<file path="src/design/fc_pkg.sv">
// ====================
// flow-control widths, command, class and result types
// credit conversion and command decode functions
// ====================
`default_nettype none

package fc_pkg;

    // default credit counter widths
    parameter int FC_HDR_W  = 12;
    parameter int FC_DATA_W = 16;

    // payload length in dwords
    typedef logic [9:0] fc_len_t;

    // data credits of one packet, at most 256
    typedef logic [8:0] fc_dcred_t;

    typedef enum logic [1:0] {
        FC_P   = 2'd0,
        FC_NP  = 2'd1,
        FC_CPL = 2'd2
    } fc_class_t;

    typedef enum logic [2:0] {
        FC_NONE  = 3'd0,
        FC_P_H   = 3'd1,
        FC_P_D   = 3'd2,
        FC_NP_H  = 3'd3,
        FC_NP_D  = 3'd4,
        FC_CPL_H = 3'd5,
        FC_CPL_D = 3'd6
    } fc_cmd_t;

    typedef enum logic [2:0] {
        FC_INVALID     = 3'd0,
        FC_FAILED      = 3'd1,
        FC_SUCCESS_1   = 3'd2,
        FC_SUCCESS_2   = 3'd3,
        FC_SUCCESS_1_2 = 3'd4
    } fc_result_t;

    // one data credit per started group of four dwords
    function automatic fc_dcred_t fc_data_credits(input fc_len_t len);
        logic [10:0] sum;
        sum = {1'b0, len} + 11'd3;
        return fc_dcred_t'(sum >> 2);
    endfunction

    function automatic fc_class_t fc_cmd_class(input fc_cmd_t cmd);
        case (cmd)
            FC_NP_H, FC_NP_D:   return FC_NP;
            FC_CPL_H, FC_CPL_D: return FC_CPL;
            // none falls here too, callers gate on it
            default:            return FC_P;
        endcase
    endfunction

    function automatic logic fc_cmd_has_data(input fc_cmd_t cmd);
        return (cmd == FC_P_D) || (cmd == FC_NP_D) || (cmd == FC_CPL_D);
    endfunction

endpackage

`default_nettype wire

</file>
<file path="src/design/fc_class_credit.sv">
// ====================
// credit limit and consumed counters of one traffic class
// ====================
`default_nettype none

module fc_class_credit #(
    parameter fc_pkg::fc_class_t CLASS  = fc_pkg::FC_P,
    parameter int                HDR_W  = 12,
    parameter int                DATA_W = 16
) (
    input  wire logic              clk,
    input  wire logic              arst,
    // limit update from the data link layer
    input  wire logic              fc_upd_valid,
    input  wire fc_pkg::fc_class_t fc_upd_class,
    input  wire logic [HDR_W-1:0]  hdr_limit,
    input  wire logic [DATA_W-1:0] data_limit,
    // charge from the credit arbiter
    input  wire logic [1:0]        consume_hdr,
    input  wire logic [DATA_W-1:0] consume_data,
    output logic [HDR_W-1:0]       hdr_avail,
    output logic [DATA_W-1:0]      data_avail
);

    logic [HDR_W-1:0]  hdr_lim;
    logic [DATA_W-1:0] data_lim;
    logic [HDR_W-1:0]  hdr_used;
    logic [DATA_W-1:0] data_used;
    logic              upd_hit;

    assign upd_hit = fc_upd_valid && (fc_upd_class == CLASS);

    // limits only load for our own class
    always_ff @(posedge clk or negedge arst) begin
        if (!arst) begin
            hdr_lim  <= '0;
            data_lim <= '0;
        end else if (upd_hit) begin
            hdr_lim  <= hdr_limit;
            data_lim <= data_limit;
        end
    end

    // consumed counts, zero amounts when no grant
    always_ff @(posedge clk or negedge arst) begin
        if (!arst) begin
            hdr_used  <= '0;
            data_used <= '0;
        end else begin
            hdr_used  <= hdr_used + {{(HDR_W-2){1'b0}}, consume_hdr};
            data_used <= data_used + consume_data;
        end
    end

    // available credit, clamped at zero
    always_comb begin
        if (hdr_lim > hdr_used) begin
            hdr_avail = hdr_lim - hdr_used;
        end else begin
            hdr_avail = '0;
        end
        if (data_lim > data_used) begin
            data_avail = data_lim - data_used;
        end else begin
            data_avail = '0;
        end
    end

    // arbiter must never charge more than it was shown
    a_consume_fits : assert property (
        @(posedge clk) disable iff (!arst)
        ({{(HDR_W-2){1'b0}}, consume_hdr} <= hdr_avail) && (consume_data <= data_avail)
    ) else $error("class %0d charged beyond available credit", CLASS);

endmodule

`default_nettype wire

</file>
<file path="src/design/fc_credit_arbiter.sv">
// ====================
// two-slot credit check with per-class consume amounts
// and the registered grant result
// ====================
`default_nettype none

module fc_credit_arbiter #(
    parameter int HDR_W  = 12,
    parameter int DATA_W = 16
) (
    input  wire logic              clk,
    input  wire logic              arst,
    // requests from the transmit arbiter
    input  wire fc_pkg::fc_cmd_t   cmd_1,
    input  wire fc_pkg::fc_len_t   ptlp_1,
    input  wire fc_pkg::fc_cmd_t   cmd_2,
    input  wire fc_pkg::fc_len_t   ptlp_2,
    // availability per class
    input  wire logic [HDR_W-1:0]  hdr_avail_p,
    input  wire logic [DATA_W-1:0] data_avail_p,
    input  wire logic [HDR_W-1:0]  hdr_avail_np,
    input  wire logic [DATA_W-1:0] data_avail_np,
    input  wire logic [HDR_W-1:0]  hdr_avail_cpl,
    input  wire logic [DATA_W-1:0] data_avail_cpl,
    // charge per class
    output logic [1:0]             consume_hdr_p,
    output logic [DATA_W-1:0]      consume_data_p,
    output logic [1:0]             consume_hdr_np,
    output logic [DATA_W-1:0]      consume_data_np,
    output logic [1:0]             consume_hdr_cpl,
    output logic [DATA_W-1:0]      consume_data_cpl,
    output fc_pkg::fc_result_t     result
);

    logic [HDR_W-1:0]   hdr_av  [3];
    logic [DATA_W-1:0]  data_av [3];

    fc_pkg::fc_class_t  cls_1;
    fc_pkg::fc_class_t  cls_2;
    logic               valid_1;
    logic               valid_2;
    logic [DATA_W-1:0]  dcost_1;
    logic [DATA_W-1:0]  dcost_2;

    logic [HDR_W-1:0]   hdr_av_1;
    logic [DATA_W-1:0]  data_av_1;
    logic [HDR_W-1:0]   hdr_av_2;
    logic [DATA_W-1:0]  data_av_2;
    logic               same_class;

    logic               fit_1;
    logic               fit_2;
    logic               grant_1;
    logic               grant_2;

    logic [1:0]         cons_hdr  [3];
    logic [DATA_W-1:0]  cons_data [3];
    fc_pkg::fc_result_t result_nxt;

    // index availability by class encoding
    assign hdr_av[0]  = hdr_avail_p;
    assign hdr_av[1]  = hdr_avail_np;
    assign hdr_av[2]  = hdr_avail_cpl;
    assign data_av[0] = data_avail_p;
    assign data_av[1] = data_avail_np;
    assign data_av[2] = data_avail_cpl;

    // slot decode
    assign valid_1 = (cmd_1 != fc_pkg::FC_NONE);
    assign valid_2 = (cmd_2 != fc_pkg::FC_NONE);
    assign cls_1   = fc_pkg::fc_cmd_class(cmd_1);
    assign cls_2   = fc_pkg::fc_cmd_class(cmd_2);

    always_comb begin
        dcost_1 = '0;
        dcost_2 = '0;
        if (fc_pkg::fc_cmd_has_data(cmd_1)) begin
            dcost_1 = DATA_W'(fc_pkg::fc_data_credits(ptlp_1));
        end
        if (fc_pkg::fc_cmd_has_data(cmd_2)) begin
            dcost_2 = DATA_W'(fc_pkg::fc_data_credits(ptlp_2));
        end
    end

    // slot 1 against its own class
    assign hdr_av_1  = hdr_av[cls_1];
    assign data_av_1 = data_av[cls_1];
    assign fit_1     = valid_1 && (hdr_av_1 != '0) && (data_av_1 >= dcost_1);

    // slot 2 sees what slot 1 leaves behind in a shared class
    assign same_class = fit_1 && (cls_1 == cls_2);

    always_comb begin
        hdr_av_2  = hdr_av[cls_2];
        data_av_2 = data_av[cls_2];
        if (same_class) begin
            hdr_av_2  = hdr_av_2 - {{(HDR_W-1){1'b0}}, 1'b1};
            data_av_2 = data_av_2 - dcost_1;
        end
    end

    assign fit_2 = valid_2 && (hdr_av_2 != '0) && (data_av_2 >= dcost_2);

    // empty slot 1 means no grant at all
    assign grant_1 = fit_1;
    assign grant_2 = valid_1 && fit_2;

    always_comb begin
        cons_hdr  = '{2'd0, 2'd0, 2'd0};
        cons_data = '{'0, '0, '0};
        if (grant_1) begin
            cons_hdr[cls_1]  = cons_hdr[cls_1] + 2'd1;
            cons_data[cls_1] = cons_data[cls_1] + dcost_1;
        end
        if (grant_2) begin
            cons_hdr[cls_2]  = cons_hdr[cls_2] + 2'd1;
            cons_data[cls_2] = cons_data[cls_2] + dcost_2;
        end
    end

    assign consume_hdr_p    = cons_hdr[0];
    assign consume_data_p   = cons_data[0];
    assign consume_hdr_np   = cons_hdr[1];
    assign consume_data_np  = cons_data[1];
    assign consume_hdr_cpl  = cons_hdr[2];
    assign consume_data_cpl = cons_data[2];

    always_comb begin
        if (!valid_1) begin
            result_nxt = fc_pkg::FC_INVALID;
        end else if (grant_1 && grant_2) begin
            result_nxt = fc_pkg::FC_SUCCESS_1_2;
        end else if (grant_1) begin
            result_nxt = fc_pkg::FC_SUCCESS_1;
        end else if (grant_2) begin
            result_nxt = fc_pkg::FC_SUCCESS_2;
        end else begin
            result_nxt = fc_pkg::FC_FAILED;
        end
    end

    always_ff @(posedge clk or negedge arst) begin
        if (!arst) begin
            result <= fc_pkg::FC_INVALID;
        end else begin
            result <= result_nxt;
        end
    end

    // nothing reaches the trackers without a slot 1 command
    a_no_charge_idle : assert property (
        @(posedge clk) disable iff (!arst)
        (cmd_1 == fc_pkg::FC_NONE) |->
            ((consume_hdr_p | consume_hdr_np | consume_hdr_cpl) == 2'd0) &&
            ((consume_data_p | consume_data_np | consume_data_cpl) == '0)
    ) else $error("credit charged with empty slot 1");

    a_no_both_single : assert property (
        @(posedge clk) disable iff (!arst)
        (cmd_2 == fc_pkg::FC_NONE) |=> (result != fc_pkg::FC_SUCCESS_1_2)
    ) else $error("both slots granted with empty slot 2");

endmodule

`default_nettype wire

</file>
<file path="src/design/tx_fc_gate.sv">
// ====================
// transmit flow-control credit gate top
// three class trackers and the credit arbiter
// ====================
`default_nettype none

module tx_fc_gate #(
    parameter int HDR_W  = fc_pkg::FC_HDR_W,
    parameter int DATA_W = fc_pkg::FC_DATA_W
) (
    input  wire logic              clk,
    input  wire logic              arst,
    // data link layer limit update
    input  wire logic              fc_upd_valid,
    input  wire fc_pkg::fc_class_t fc_upd_class,
    input  wire logic [HDR_W-1:0]  hdr_limit,
    input  wire logic [DATA_W-1:0] data_limit,
    // transmit arbiter request
    input  wire fc_pkg::fc_cmd_t   cmd_1,
    input  wire fc_pkg::fc_len_t   ptlp_1,
    input  wire fc_pkg::fc_cmd_t   cmd_2,
    input  wire fc_pkg::fc_len_t   ptlp_2,
    output fc_pkg::fc_result_t     result
);

    logic [HDR_W-1:0]  hdr_avail_p;
    logic [DATA_W-1:0] data_avail_p;
    logic [HDR_W-1:0]  hdr_avail_np;
    logic [DATA_W-1:0] data_avail_np;
    logic [HDR_W-1:0]  hdr_avail_cpl;
    logic [DATA_W-1:0] data_avail_cpl;

    logic [1:0]        consume_hdr_p;
    logic [DATA_W-1:0] consume_data_p;
    logic [1:0]        consume_hdr_np;
    logic [DATA_W-1:0] consume_data_np;
    logic [1:0]        consume_hdr_cpl;
    logic [DATA_W-1:0] consume_data_cpl;

    fc_class_credit #(
        .CLASS  (fc_pkg::FC_P),
        .HDR_W  (HDR_W),
        .DATA_W (DATA_W)
    ) p_credit_inst (
        .clk          (clk),
        .arst         (arst),
        .fc_upd_valid (fc_upd_valid),
        .fc_upd_class (fc_upd_class),
        .hdr_limit    (hdr_limit),
        .data_limit   (data_limit),
        .consume_hdr  (consume_hdr_p),
        .consume_data (consume_data_p),
        .hdr_avail    (hdr_avail_p),
        .data_avail   (data_avail_p)
    );

    fc_class_credit #(
        .CLASS  (fc_pkg::FC_NP),
        .HDR_W  (HDR_W),
        .DATA_W (DATA_W)
    ) np_credit_inst (
        .clk          (clk),
        .arst         (arst),
        .fc_upd_valid (fc_upd_valid),
        .fc_upd_class (fc_upd_class),
        .hdr_limit    (hdr_limit),
        .data_limit   (data_limit),
        .consume_hdr  (consume_hdr_np),
        .consume_data (consume_data_np),
        .hdr_avail    (hdr_avail_np),
        .data_avail   (data_avail_np)
    );

    fc_class_credit #(
        .CLASS  (fc_pkg::FC_CPL),
        .HDR_W  (HDR_W),
        .DATA_W (DATA_W)
    ) cpl_credit_inst (
        .clk          (clk),
        .arst         (arst),
        .fc_upd_valid (fc_upd_valid),
        .fc_upd_class (fc_upd_class),
        .hdr_limit    (hdr_limit),
        .data_limit   (data_limit),
        .consume_hdr  (consume_hdr_cpl),
        .consume_data (consume_data_cpl),
        .hdr_avail    (hdr_avail_cpl),
        .data_avail   (data_avail_cpl)
    );

    fc_credit_arbiter #(
        .HDR_W  (HDR_W),
        .DATA_W (DATA_W)
    ) arbiter_inst (
        .clk              (clk),
        .arst             (arst),
        .cmd_1            (cmd_1),
        .ptlp_1           (ptlp_1),
        .cmd_2            (cmd_2),
        .ptlp_2           (ptlp_2),
        .hdr_avail_p      (hdr_avail_p),
        .data_avail_p     (data_avail_p),
        .hdr_avail_np     (hdr_avail_np),
        .data_avail_np    (data_avail_np),
        .hdr_avail_cpl    (hdr_avail_cpl),
        .data_avail_cpl   (data_avail_cpl),
        .consume_hdr_p    (consume_hdr_p),
        .consume_data_p   (consume_data_p),
        .consume_hdr_np   (consume_hdr_np),
        .consume_data_np  (consume_data_np),
        .consume_hdr_cpl  (consume_hdr_cpl),
        .consume_data_cpl (consume_data_cpl),
        .result           (result)
    );

endmodule

`default_nettype wire

</file>
<file path="config.mk">
export PLATFORM = sky130hd
export DESIGN_NAME = tx_fc_gate
export DESIGN_NICKNAME = d
export VERILOG_FILES = /design/src/design/fc_pkg.sv /design/src/design/fc_class_credit.sv /design/src/design/fc_credit_arbiter.sv /design/src/design/tx_fc_gate.sv
export SDC_FILE = /design/constraint.sdc
export NUM_CORES = 1
export LEC_CHECK = 0
export ABC_AREA = 0
export ABC_CLOCK_PERIOD_IN_PS = 12300
export BUFFER_PORTS_ARGS = -buffer_cell sky130_fd_sc_hd__buf_2
export CAP_MARGIN = 25
export CORE_MARGIN = 2
export CORE_UTILIZATION = 45
export CTS_CLUSTER_DIAMETER = 150
export DETAILED_ROUTE_END_ITERATION = 16
export MAX_ROUTING_LAYER = met4
export PLACE_DENSITY = 0.61
export SLEW_MARGIN = 20
export SYNTH_ARGS = -nofsm -noshare
export SYNTH_HDL_FRONTEND = slang
export SYNTH_SLANG_ARGS = --single-unit
export TNS_END_PERCENT = 1
</file>
<file path="constraint.sdc">
create_clock -name clk -period 12.3 [get_ports clk]
set_input_delay 2.46 -clock clk [delete_from_list [all_inputs] [get_ports clk]]
set_output_delay 2.46 -clock clk [all_outputs]
set_load 0.005 [all_outputs]
</file>
Yosys cells after proc, flatten, opt, wreduce, memory -nomap -nowiden
Index checks and enable logic that the tools add are counted.
{ "classes": {"n_addsub": 20, "order_cmp": 12, "n_eq_ne": 13, "muxes": 54, "bitwise": 4, "reduce_logical": 25} }
{ "ops": {"columns": ["op", "count"], "rows": [
  ["$mux 16", 14],
  ["$bmux 16 s2", 4],
  ["$mux 12", 8],
  ["$mux 48", 2],
  ["$demux 16 s2", 2],
  ["$add 16x16->16", 3],
  ["$and 48x48->48", 1],
  ["$bmux 12 s2", 2],
  ["$bwmux 48", 1],
  ["$gt 16x16->1", 3],
  ["$sub 16x16->16", 3],
  ["$add 12x2->12", 3],
  ["$gt 12x12->1", 3],
  ["$sub 12x12->12", 3],
  ["$add 16x9->16", 2],
  ["$ge 16x9->1", 2],
  ["$reduce_bool 12->1", 2],
  ["$add 10x2->11 const B", 2],
  ["$eq 3x3->1 const B", 6],
  ["$mux 9", 2],
  ["$sub 16x9->16", 1],
  ["$mux 2", 7],
  ["$eq 3x2->1 const B", 4],
  ["$logic_and 1x1->1", 12],
  ["19 further kinds", 36]
]} }
{ "totals": {"regBits": 171, "inputBits": 59, "out_inout_bits": 3, "elab_cells": 141} }

Logic depth before layout (Yosys ltp)
Gate-level depths: netlist of run 1.
{ "depth": {"word_depth": 20, "mapped_depth": 55} }

Hierarchy
Synthesis of run 1 repeated with hierarchy kept, for this count alone.
{ "hier_totals": {"cells_unflattened": 1926, "area_unflattened_um2": 16689.8} }
{ "by_module_without_submodules": {"columns": ["mod", "instances", "cells_each", "area_per_inst_um2"], "rows": [
  ["fc_class_credit (np_credit_inst)", 1, 441, 4201.5],
  ["fc_class_credit (p_credit_inst)", 1, 444, 4194.0],
  ["fc_class_credit (cpl_credit_inst)", 1, 441, 4165.2],
  ["fc_credit_arbiter", 1, 600, 4129.0]
]} }

Least setup slack after synthesis of run 1
OpenSTA, ideal clock, no wires.
{ "synth_path": {"path_type": "input to register", "start": "input cmd_1[1]", "end": "register p_credit_inst.data_used[15]", "setup_time_ns": 0.125, "arrival_time_ns": 10.340, "setup_slack_ns": 1.835, "path_stages": 46, "n_path_buf": 4, "cell_sequence": "clkbuf_1 nand2_1 o22ai_1 nand2_1 o22ai_1 a21oi_1 ha_1 nand2b_1 a21oi_1 o21ai_0 a21o_1 a211o_1 o2111ai_1 nand3_1 or4b_4 buf_6 nand2_1 mux2_2 (+10 left out) o21ai_2 buf_6 nand3_4 buf_6 mux2i_1 ha_1 a21o_1 a21oi_1 o21bai_1 a21oi_1 o21bai_1 a21oi_1 o21bai_1 a21oi_1 nor2b_1 o21ai_0 nor3_1 xnor2_1"} }
{ "synth_between": {"elab_chain_cells": 18, "word_cells_on_any_way": 51, "cone_classes": "add/sub: 4; order compare: 4; eq/ne: 6; mux: 21; bitwise: 2; reduce/logical: 14"} }
{ "synth_rtl": {"columns": ["item", "line_no", "text"], "rows": [
  ["start, declared", "tx_fc_gate.sv:19", "input wire fc_pkg::fc_cmd_t cmd_1,"],
  ["parallel branches: the longest is 16 deep, another holds $add 16x9->16", null, null],
  ["$mux 48 *", "fc_credit_arbiter.sv:115", "if (grant_2) begin"],
  ["$add 16x16->16 *", "fc_class_credit.sv:51", "data_used <= data_used + consume_data;"],
  ["end signal, assigned", "fc_class_credit.sv:51", null],
  ["end, declared", "fc_class_credit.sv:28", "logic [DATA_W-1:0] data_used;"]
]} }
Every way passes the cells marked *. The select of a mux whose other input is x is not followed.
A chain may end at the register's enable or synchronous reset.

Final worst setup path of run 1
{ "layout_path": {"start": "input cmd_1[1]", "end": "register np_credit_inst.data_used[15]"} }
{ "layout_between": {"elab_chain_cells": 18, "word_cells_on_any_way": 51, "cone_classes": "add/sub: 4; order compare: 4; eq/ne: 6; mux: 21; bitwise: 2; reduce/logical: 14"} }
{ "layout_rtl": {"columns": ["item", "line_no"], "rows": [
  ["parallel branches: the longest is 16 deep, another holds $add 16x9->16", null],
  ["$mux 48 *", "fc_credit_arbiter.sv:115"],
  ["$add 16x16->16 *", "fc_class_credit.sv:51"],
  ["end signal, assigned", "fc_class_credit.sv:51"],
  ["end, declared", "fc_class_credit.sv:28"]
]} }
Marked as above.

==> results of run 1 <==
-- through the flow --
stage	instances	instance area (µm²)	utilization, %
floorplan	1829	15800	-
global placement	2296	16500	47.7
detailed placement	2296	16500	47.7
CTS	2328	17000	49.4
global route	2328	17000	49.4
finish	2328	17000	49.4
-- cell type report --
| cell class | instances | area (µm²) | area share [%] |
|---|---|---|---|
| flip-flops and latches | 171 | 4280 | 25.1 |
| inverters | 156 | 586 | 3.43 |
| well taps | 455 | 569 | 3.34 |
| clock inverters | 14 | 134 | 0.785 |
| repair buffers | 73 | 402 | 2.36 |
| clock buffers | 18 | 439 | 2.58 |
| multi-input cells | 1441 | 10600 | 62.4 |
-- registers in the layout, summed over array words and instances (netlist names), 16 cells and up --
register                   count
cpl_credit_inst.data_used     16
p_credit_inst.data_used       16
np_credit_inst.data_lim       16
p_credit_inst.data_lim        16
np_credit_inst.data_used      16
cpl_credit_inst.data_lim      16
-- where the power goes --
group	switching, µW	internal (µW)	total, µW
registers	122	725	847
clock network	253	288	541
logic	1540	973	2510
-- worst max-delay path: cells and delay by family --
family | cells | cell delay, ns
muxes | 2 | 0.64
AOI/OAI and AO/OA | 22 | 4.19
and+or+nand+nor | 10 | 2.29
xor gates and xnor gates | 2 | 0.76
adders and majority gates | 3 | 0.77
buffers and inverters | 2 | 0.62
-- kinds of logic (layout without fill, tap and decap cells) --
logic type               count (synthesis)  after routing  share of synthesized area (%)
flip-flops                             171            171                           27.1
XOR/XNOR                               149            149                           8.27
multiplexers                           117            117                           8.13
AND/OR/NAND/NOR                        537            537                           17.0
adder cells (fa/ha/maj)                172            172                           14.3
AO/OA/AOI/OAI                          466            466                           19.7
buffers and inverters                  217            261                           5.51
-- routing by layer --
| layer | share of wire (%) | track usage (%) |
|---|---|---|
| met2 | 47 | 44.6 |
| met5 | 0 | - |
| met1 | 46 | 36.5 |
| met4 | 2.4 | 8.43 |
| met3 | 4.8 | 4.04 |
-- cell usage after synthesis, drive strengths merged (5+ instances only) --
master	number	share of area (%)
dfrtp	171	27
ha	158	13
inv	156	3.7
nand2	134	3.2
a21oi	126	4.0
nor2	120	2.9
xnor2	110	6.1
o21ai	94	3.0
mux2	89	6.4
nand3	51	1.7
nor3	48	1.5
clkbuf	46	1.1
a21o	39	1.9
xor2	39	2.2
a211oi	30	1.4
nor2b	29	1.1
mux2i	28	1.8
nand4	27	1.1
o21bai	27	1.3
and2	24	0.98
and3	24	0.95
nand2b	23	0.91
or3	18	0.71
o211ai	17	0.81
buf	15	0.71
o21a	15	0.71
a31oi	14	0.59
fa	14	1.8
a311o	12	0.76
nand3b	8	0.38
o22ai	8	0.32
a221oi	7	0.39
a222oi	7	0.44
nor3b	7	0.33
o2111ai	7	0.39
a211o	6	0.33
o31ai	6	0.29
a22oi	5	0.24
and4	5	0.28
nor4	5	0.20
o211a	5	0.32
-- final timing paths --
path                                              from                      endpoint  slack, ns  cells past startpoint
setup reg to reg            np_credit_inst.data_lim[9]  np_credit_inst.data_used[15]       1.20                     46
max in group asynchronous                         arst   cpl_credit_inst.data_lim[7]       9.15                      2
hold reg to reg            cpl_credit_inst.hdr_used[8]   cpl_credit_inst.hdr_used[8]       0.48                      1
setup / recovery                              cmd_1[1]  np_credit_inst.data_used[15]       0.86                     41
min in group asynchronous                         arst     p_credit_inst.hdr_lim[11]       1.96                      1
hold / removal             cpl_credit_inst.hdr_used[8]   cpl_credit_inst.hdr_used[8]       0.48                      1
==> run_summary.xml, run 1 <==
<?xml version="1.0" encoding="UTF-8"?>
<metrics>
  <group name="timing">
    <metric name="slew_viol_final" unit="">0</metric>
    <metric name="grt_setup_unrepaired" unit="">false</metric>
    <metric name="max-slew-margin-rel" unit="%">33.4</metric>
    <metric name="final_period_minus_worst_setup_slack" unit="ns">11.44</metric>
    <metric name="final-hold-violation-count" unit="">0</metric>
    <metric name="finalSetupTns" unit="ns">0</metric>
    <metric name="setup_violations" unit="">0</metric>
    <metric name="layout_setup_ws" unit="ns">0.858</metric>
    <metric name="worst_hold_margin" unit="ns">0.475</metric>
    <metric name="worst_slew_pin_slew" unit="ns">0.998</metric>
    <metric name="maxClockFrequency" unit="MHz">87.4</metric>
    <metric name="timing.final.crit_share" unit="%">93.0</metric>
    <metric name="finClkSkew" unit="ns">0.0148</metric>
  </group>
  <group name="final_layout">
    <metric name="nets" unit="">2091</metric>
    <metric name="area.growth.synth_to_final" unit="%">8.01</metric>
    <metric name="antenna_cells" unit="">0</metric>
    <metric name="layout.cells.most_common_list" unit="">171 x sky130_fd_sc_hd__dfrtp_1, 158 x sky130_fd_sc_hd__ha_1, 156 x sky130_fd_sc_hd__inv_1, 134 x sky130_fd_sc_hd__nand2_1, 125 x sky130_fd_sc_hd__a21oi_1</metric>
    <metric name="n_fill_cell" unit="">3370</metric>
    <metric name="layout-drive-gt1-share" unit="%">11.2</metric>
    <metric name="layout_commonest_cell" unit="">sky130_fd_sc_hd__dfrtp_1</metric>
  </group>
  <group name="logic_synthesis">
    <metric name="synth.yosys.warnings" unit="">0</metric>
    <metric name="synth_fp_nets" unit="">2060</metric>
    <metric name="synth_top_flop_cell" unit="">sky130_fd_sc_hd__dfrtp_1</metric>
    <metric name="synth_seq_cells" unit="">171</metric>
    <metric name="synth.cell_area" unit="µm²">15800</metric>
    <metric name="asyncSetResetFlopFracSynth" unit="%">100</metric>
    <metric name="synth_seq_area_share" unit="%">27.1</metric>
    <metric name="synth.distinct_cells" unit="">77</metric>
    <metric name="syn_inst" unit="">1829</metric>
    <metric name="post_synth_edffs" unit="">0</metric>
    <metric name="synthesis.area_per_instance" unit="µm²">8.63</metric>
  </group>
  <group name="pwr">
    <metric name="cellPowerDensity" unit="nW/µm²">229</metric>
    <metric name="totalPowerFinal" unit="µW">3900</metric>
    <metric name="max-vdd-ir-drop" unit="V">0.000156</metric>
    <metric name="leakage" unit="µW">0.00770</metric>
  </group>
  <group name="detailed_routing">
    <metric name="drt-pass1-iter-count" unit="">5</metric>
    <metric name="wl" unit="mm">48.6</metric>
    <metric name="route.vias.total" unit="">13700</metric>
    <metric name="wire_per_inst" unit="µm">20.9</metric>
    <metric name="ant_nets" unit="">0</metric>
    <metric name="drt_iter0_markers" unit="">996</metric>
    <metric name="post_drt_via_cell_ratio" unit="">5.87</metric>
    <metric name="drc_errors" unit="">0</metric>
  </group>
  <group name="critical_path">
    <metric name="crit_slowest_cell" unit="">sky130_fd_sc_hd__xor2_1</metric>
    <metric name="worstSetupEndpointType" unit="">flip-flop</metric>
    <metric name="worst-endpoint-arrival" unit="ns">11.79</metric>
    <metric name="worst_path_most_repeated_cell" unit="">sky130_fd_sc_hd__a21oi_1</metric>
    <metric name="critical_path.max_stage_delay" unit="ns">0.62</metric>
    <metric name="timing.critical_path.fanout_max" unit="">26</metric>
    <metric name="startpoint_type" unit="">input port</metric>
    <metric name="setup.worst_path.class" unit="">in2reg</metric>
    <metric name="critPathRequiredTime" unit="ns">12.64</metric>
  </group>
  <group name="clock_tree">
    <metric name="post_cts_setup_buffers" unit="">0</metric>
    <metric name="cts_tree" unit="">yes</metric>
    <metric name="postCtsHoldBufs" unit="">0</metric>
    <metric name="clock_tree_sinks" unit="">171</metric>
    <metric name="cts_root_buf" unit="">sky130_fd_sc_hd__clkbuf_16</metric>
    <metric name="worst_skew_pair.late_latency" unit="ns">0.46</metric>
    <metric name="clkSlewWorstSetupHoldPaths" unit="ns">0.07</metric>
    <metric name="max-clock-path-buffers" unit="">2</metric>
    <metric name="cts_resized" unit="">0</metric>
    <metric name="cts_max_level" unit="">4</metric>
    <metric name="cts-buffers-inserted" unit="">17</metric>
  </group>
  <group name="worst_hold_path">
    <metric name="min_path_type" unit="">reg2reg</metric>
  </group>
  <group name="floorplan">
    <metric name="floorplan.core_area" unit="µm²">34500</metric>
    <metric name="floorplan.die.width" unit="µm">191</metric>
    <metric name="ioPinCount" unit="">62</metric>
    <metric name="initial_core_utilization" unit="%">45.7</metric>
    <metric name="die_h" unit="µm">191</metric>
    <metric name="std_cell_rows" unit="">68</metric>
    <metric name="die_area" unit="µm²">36600</metric>
  </group>
  <group name="place">
    <metric name="placement.io_buffers" unit="">61</metric>
    <metric name="placement.setup.worst_slack" unit="ns">0.549</metric>
    <metric name="gpl.final_weighted_congestion" unit="">0.967</metric>
    <metric name="dp_hpwl" unit="mm">39.4</metric>
  </group>
  <group name="run_status">
    <metric name="run_status" unit="">finished clean</metric>
  </group>
  <group name="global_routing">
    <metric name="globalRouteOverflowTotal" unit="">0</metric>
    <metric name="maximum_number_of_pins_on_one_net_before_global_route_repair" unit="">62</metric>
    <metric name="first_global_vias" unit="">13200</metric>
    <metric name="grt_first_pass_wirelength" unit="mm">75.5</metric>
    <metric name="initial_antenna_violation_count" unit="">1</metric>
    <metric name="globalRouteTotalUtil" unit="%">27.9</metric>
  </group>
  <group name="job">
    <metric name="maxCapViolations" unit="">0</metric>
  </group>
</metrics>
(Power assumes the default switching activity.)
==> run 2: changes to the inputs <==
--- a/config.mk
+++ b/config.mk
@@ -9,6 +9,7 @@
 export ABC_CLOCK_PERIOD_IN_PS = 12300
 export BUFFER_PORTS_ARGS = -buffer_cell sky130_fd_sc_hd__buf_2
 export CAP_MARGIN = 25
+export CORE_ASPECT_RATIO = 1.4
 export CORE_MARGIN = 2
 export CORE_UTILIZATION = 45
 export CTS_CLUSTER_DIAMETER = 150
==> run 2 against run 1 <==
  * First-iteration DRC count down 5.4%
  * Sequential share of layout area down 0.18 points
  * Largest cell class unchanged
  * Critical endpoint is now cpl_credit_inst.data_used[13]
  * Sequential power up 0.6%
  * Worst hold slack lost 0.0034 ns
  * Combinational power is essentially flat
  * Die area about the same
==> run_summary.xml, run 2 (same netlist as run 1, synthesis figures left out) <==
<?xml version="1.0" encoding="UTF-8"?>
<metrics>
  <group name="pwr">
    <metric name="p_seq_share" unit="%">21.6</metric>
    <metric name="totalPowerFinal" unit="µW">3950</metric>
    <metric name="cellPowerDensity" unit="nW/µm²">230</metric>
    <metric name="leakage" unit="µW">0.00776</metric>
    <metric name="switching_share" unit="%">49.1</metric>
    <metric name="netSwitchingPower" unit="µW">1940</metric>
    <metric name="cell_internal_pwr" unit="µW">2010</metric>
    <metric name="max-vdd-ir-drop" unit="V">0.000146</metric>
    <metric name="power.share.combinational" unit="%">63.5</metric>
    <metric name="clock_power_share" unit="%">14.9</metric>
  </group>
  <group name="global_routing">
    <metric name="initial_antenna_violation_count" unit="">0</metric>
    <metric name="first_global_vias" unit="">13800</metric>
    <metric name="globalRouteTotalUtil" unit="%">28.5</metric>
    <metric name="globalRouteOverflowTotal" unit="">0</metric>
    <metric name="maximum_number_of_pins_on_one_net_before_global_route_repair" unit="">72</metric>
    <metric name="grt_first_pass_wirelength" unit="mm">76.9</metric>
  </group>
  <group name="detailed_routing">
    <metric name="ant_nets" unit="">0</metric>
    <metric name="wire_per_inst" unit="µm">21.5</metric>
    <metric name="wl" unit="mm">50.2</metric>
    <metric name="route.vias.total" unit="">13800</metric>
    <metric name="drc_errors" unit="">0</metric>
    <metric name="drt_iter0_markers" unit="">942</metric>
    <metric name="drt-pass1-iter-count" unit="">7</metric>
    <metric name="post_drt_via_cell_ratio" unit="">5.94</metric>
  </group>
  <group name="critical_path">
    <metric name="startpoint_type" unit="">input port</metric>
    <metric name="worst_path_most_repeated_cell" unit="">sky130_fd_sc_hd__a21oi_1</metric>
    <metric name="critPathRequiredTime" unit="ns">12.65</metric>
    <metric name="worst-endpoint-arrival" unit="ns">11.82</metric>
    <metric name="timing.critical_path.fanout_max" unit="">25</metric>
    <metric name="worstSetupEndpointType" unit="">flip-flop</metric>
    <metric name="worst_path_bufs_invs" unit="">1</metric>
    <metric name="timing.critical_path.max_delay_family" unit="">compound AO/OA/AOI/OAI gates</metric>
    <metric name="setup.worst_path.class" unit="">in2reg</metric>
    <metric name="crit_slowest_cell" unit="">sky130_fd_sc_hd__xor2_1</metric>
    <metric name="critical_path.max_stage_delay" unit="ns">0.65</metric>
  </group>
  <group name="final_layout">
    <metric name="nets" unit="">2094</metric>
    <metric name="area.growth.synth_to_final" unit="%">8.79</metric>
    <metric name="multi_input_comb_area" unit="µm²">10600</metric>
    <metric name="n_fill_cell" unit="">3334</metric>
    <metric name="instances_no_fill" unit="">2332</metric>
    <metric name="layout-drive-gt1-share" unit="%">11.3</metric>
    <metric name="antenna_cells" unit="">0</metric>
    <metric name="post-route-cell-area" unit="µm²">17200</metric>
    <metric name="layout.cells.most_common_list" unit="">171 x sky130_fd_sc_hd__dfrtp_1, 158 x sky130_fd_sc_hd__ha_1, 156 x sky130_fd_sc_hd__inv_1, 134 x sky130_fd_sc_hd__nand2_1, 125 x sky130_fd_sc_hd__a21oi_1</metric>
    <metric name="layout_commonest_cell" unit="">sky130_fd_sc_hd__dfrtp_1</metric>
    <metric name="sequential_cell_area" unit="µm²">4280</metric>
  </group>
  <group name="timing">
    <metric name="setup_violations" unit="">0</metric>
    <metric name="final_period_minus_worst_setup_slack" unit="ns">11.47</metric>
    <metric name="slew_viol_final" unit="">0</metric>
    <metric name="maxClockFrequency" unit="MHz">87.2</metric>
    <metric name="finClkSkew" unit="ns">0.0152</metric>
    <metric name="grt_setup_unrepaired" unit="">false</metric>
    <metric name="worst_slew_pin_slew" unit="ns">1.10</metric>
    <metric name="final-hold-violation-count" unit="">0</metric>
    <metric name="timing.final.crit_share" unit="%">93.3</metric>
    <metric name="finalSetupTns" unit="ns">0</metric>
    <metric name="max-slew-margin-rel" unit="%">26.4</metric>
  </group>
  <group name="clock_tree">
    <metric name="cts_tree" unit="">yes</metric>
    <metric name="clkSlewWorstSetupHoldPaths" unit="ns">0.08</metric>
    <metric name="cts-buffers-inserted" unit="">17</metric>
    <metric name="worst_skew_pair.late_latency" unit="ns">0.46</metric>
    <metric name="post_cts_setup_buffers" unit="">0</metric>
    <metric name="cts_max_level" unit="">4</metric>
    <metric name="cts_resized" unit="">0</metric>
    <metric name="postCtsHoldBufs" unit="">0</metric>
    <metric name="clock_tree_sinks" unit="">171</metric>
    <metric name="max-clock-path-buffers" unit="">2</metric>
    <metric name="cts_root_buf" unit="">sky130_fd_sc_hd__clkbuf_16</metric>
  </group>
  <group name="floorplan">
    <metric name="std_cell_rows" unit="">81</metric>
    <metric name="floorplan.die.width" unit="µm">162</metric>
    <metric name="die_area" unit="µm²">36600</metric>
    <metric name="initial_core_utilization" unit="%">45.4</metric>
    <metric name="die_h" unit="µm">226</metric>
    <metric name="floorplan.core_area" unit="µm²">34800</metric>
    <metric name="ioPinCount" unit="">62</metric>
  </group>
  <group name="worst_hold_path">
    <metric name="min_path_type" unit="">reg2reg</metric>
  </group>
  <group name="place">
    <metric name="placed_cells_incl_taps" unit="">2299</metric>
    <metric name="gpl.final_weighted_congestion" unit="">1.01</metric>
    <metric name="placement.io_buffers" unit="">61</metric>
    <metric name="place_area" unit="µm²">16500</metric>
    <metric name="dp_hpwl" unit="mm">41.2</metric>
  </group>
  <group name="job">
    <metric name="maxCapViolations" unit="">0</metric>
  </group>
  <group name="run_status">
    <metric name="run_status" unit="">finished clean</metric>
  </group>
</metrics>
==> run 2: cell types whose count changed in the layout (fill, tap and decap cells not counted), sizes merged <==
cell	before	now
bufinv	1	2
inv	162	161
buf	73	75
clkinvlp	3	0
clkinv	4	8
==> run 2: area by class of cell <==
cell class              instances  area share, %
repair buffers                 76           2.60
clock buffers                  17           2.48
flip-flops and latches        171           24.9
well taps                     456           3.32
multi-input cells            1441           62.0
clock inverters                15           1.30
inverters                     156           3.41
==> run 2: power groups by stage <==
stage          sequential (µW)  combinational [µW]  clock, µW
2_1_floorplan              814                1850          0
3_3_place_gp               860                2430          0
3_5_place_dp               864                2460          0
4_1_cts                    853                2480        604
5_1_grt                    871                2750        624
6_report                   852                2510        590
==> run 2: layer usage <==
metal  up-vias  GRT usage (%)  routed length, µm
met3       125           2.61               1560
li1       6641              -                  -
met4         0           17.5               3260
met5         -              -                  0
met2       353           51.4              25900
met1      6722           30.1              19500
==> run 2: worst paths after layout <==
path	from	to	slack, ns	depth (start not counted)
worst max-delay path	cmd_1[1]	cpl_credit_inst.data_used[13]	0.83	41
worst min-delay path	p_credit_inst.data_used[14]	p_credit_inst.data_used[14]	0.47	1
worst max register to register	p_credit_inst.data_lim[0]	cpl_credit_inst.data_used[13]	1.10	50
worst min register to register	p_credit_inst.data_used[14]	p_credit_inst.data_used[14]	0.47	1
max in group asynchronous	arst	cpl_credit_inst.data_used[5]	9.00	3
min in group asynchronous	arst	cpl_credit_inst.hdr_lim[11]	1.93	1
==> run 2: stage by stage <==
step | hold slack [ns] | util [%] | setup slack [ns]
after global placement | 0.462 | 47.4 | 0.755
after floorplan | 0.445 | - | 1.84
after CTS | 0.476 | 49.3 | 0.935
after global routing | 0.499 | 49.4 | 0.202
final | 0.472 | 49.4 | 0.829
after detailed placement | 0.462 | 47.4 | 0.485
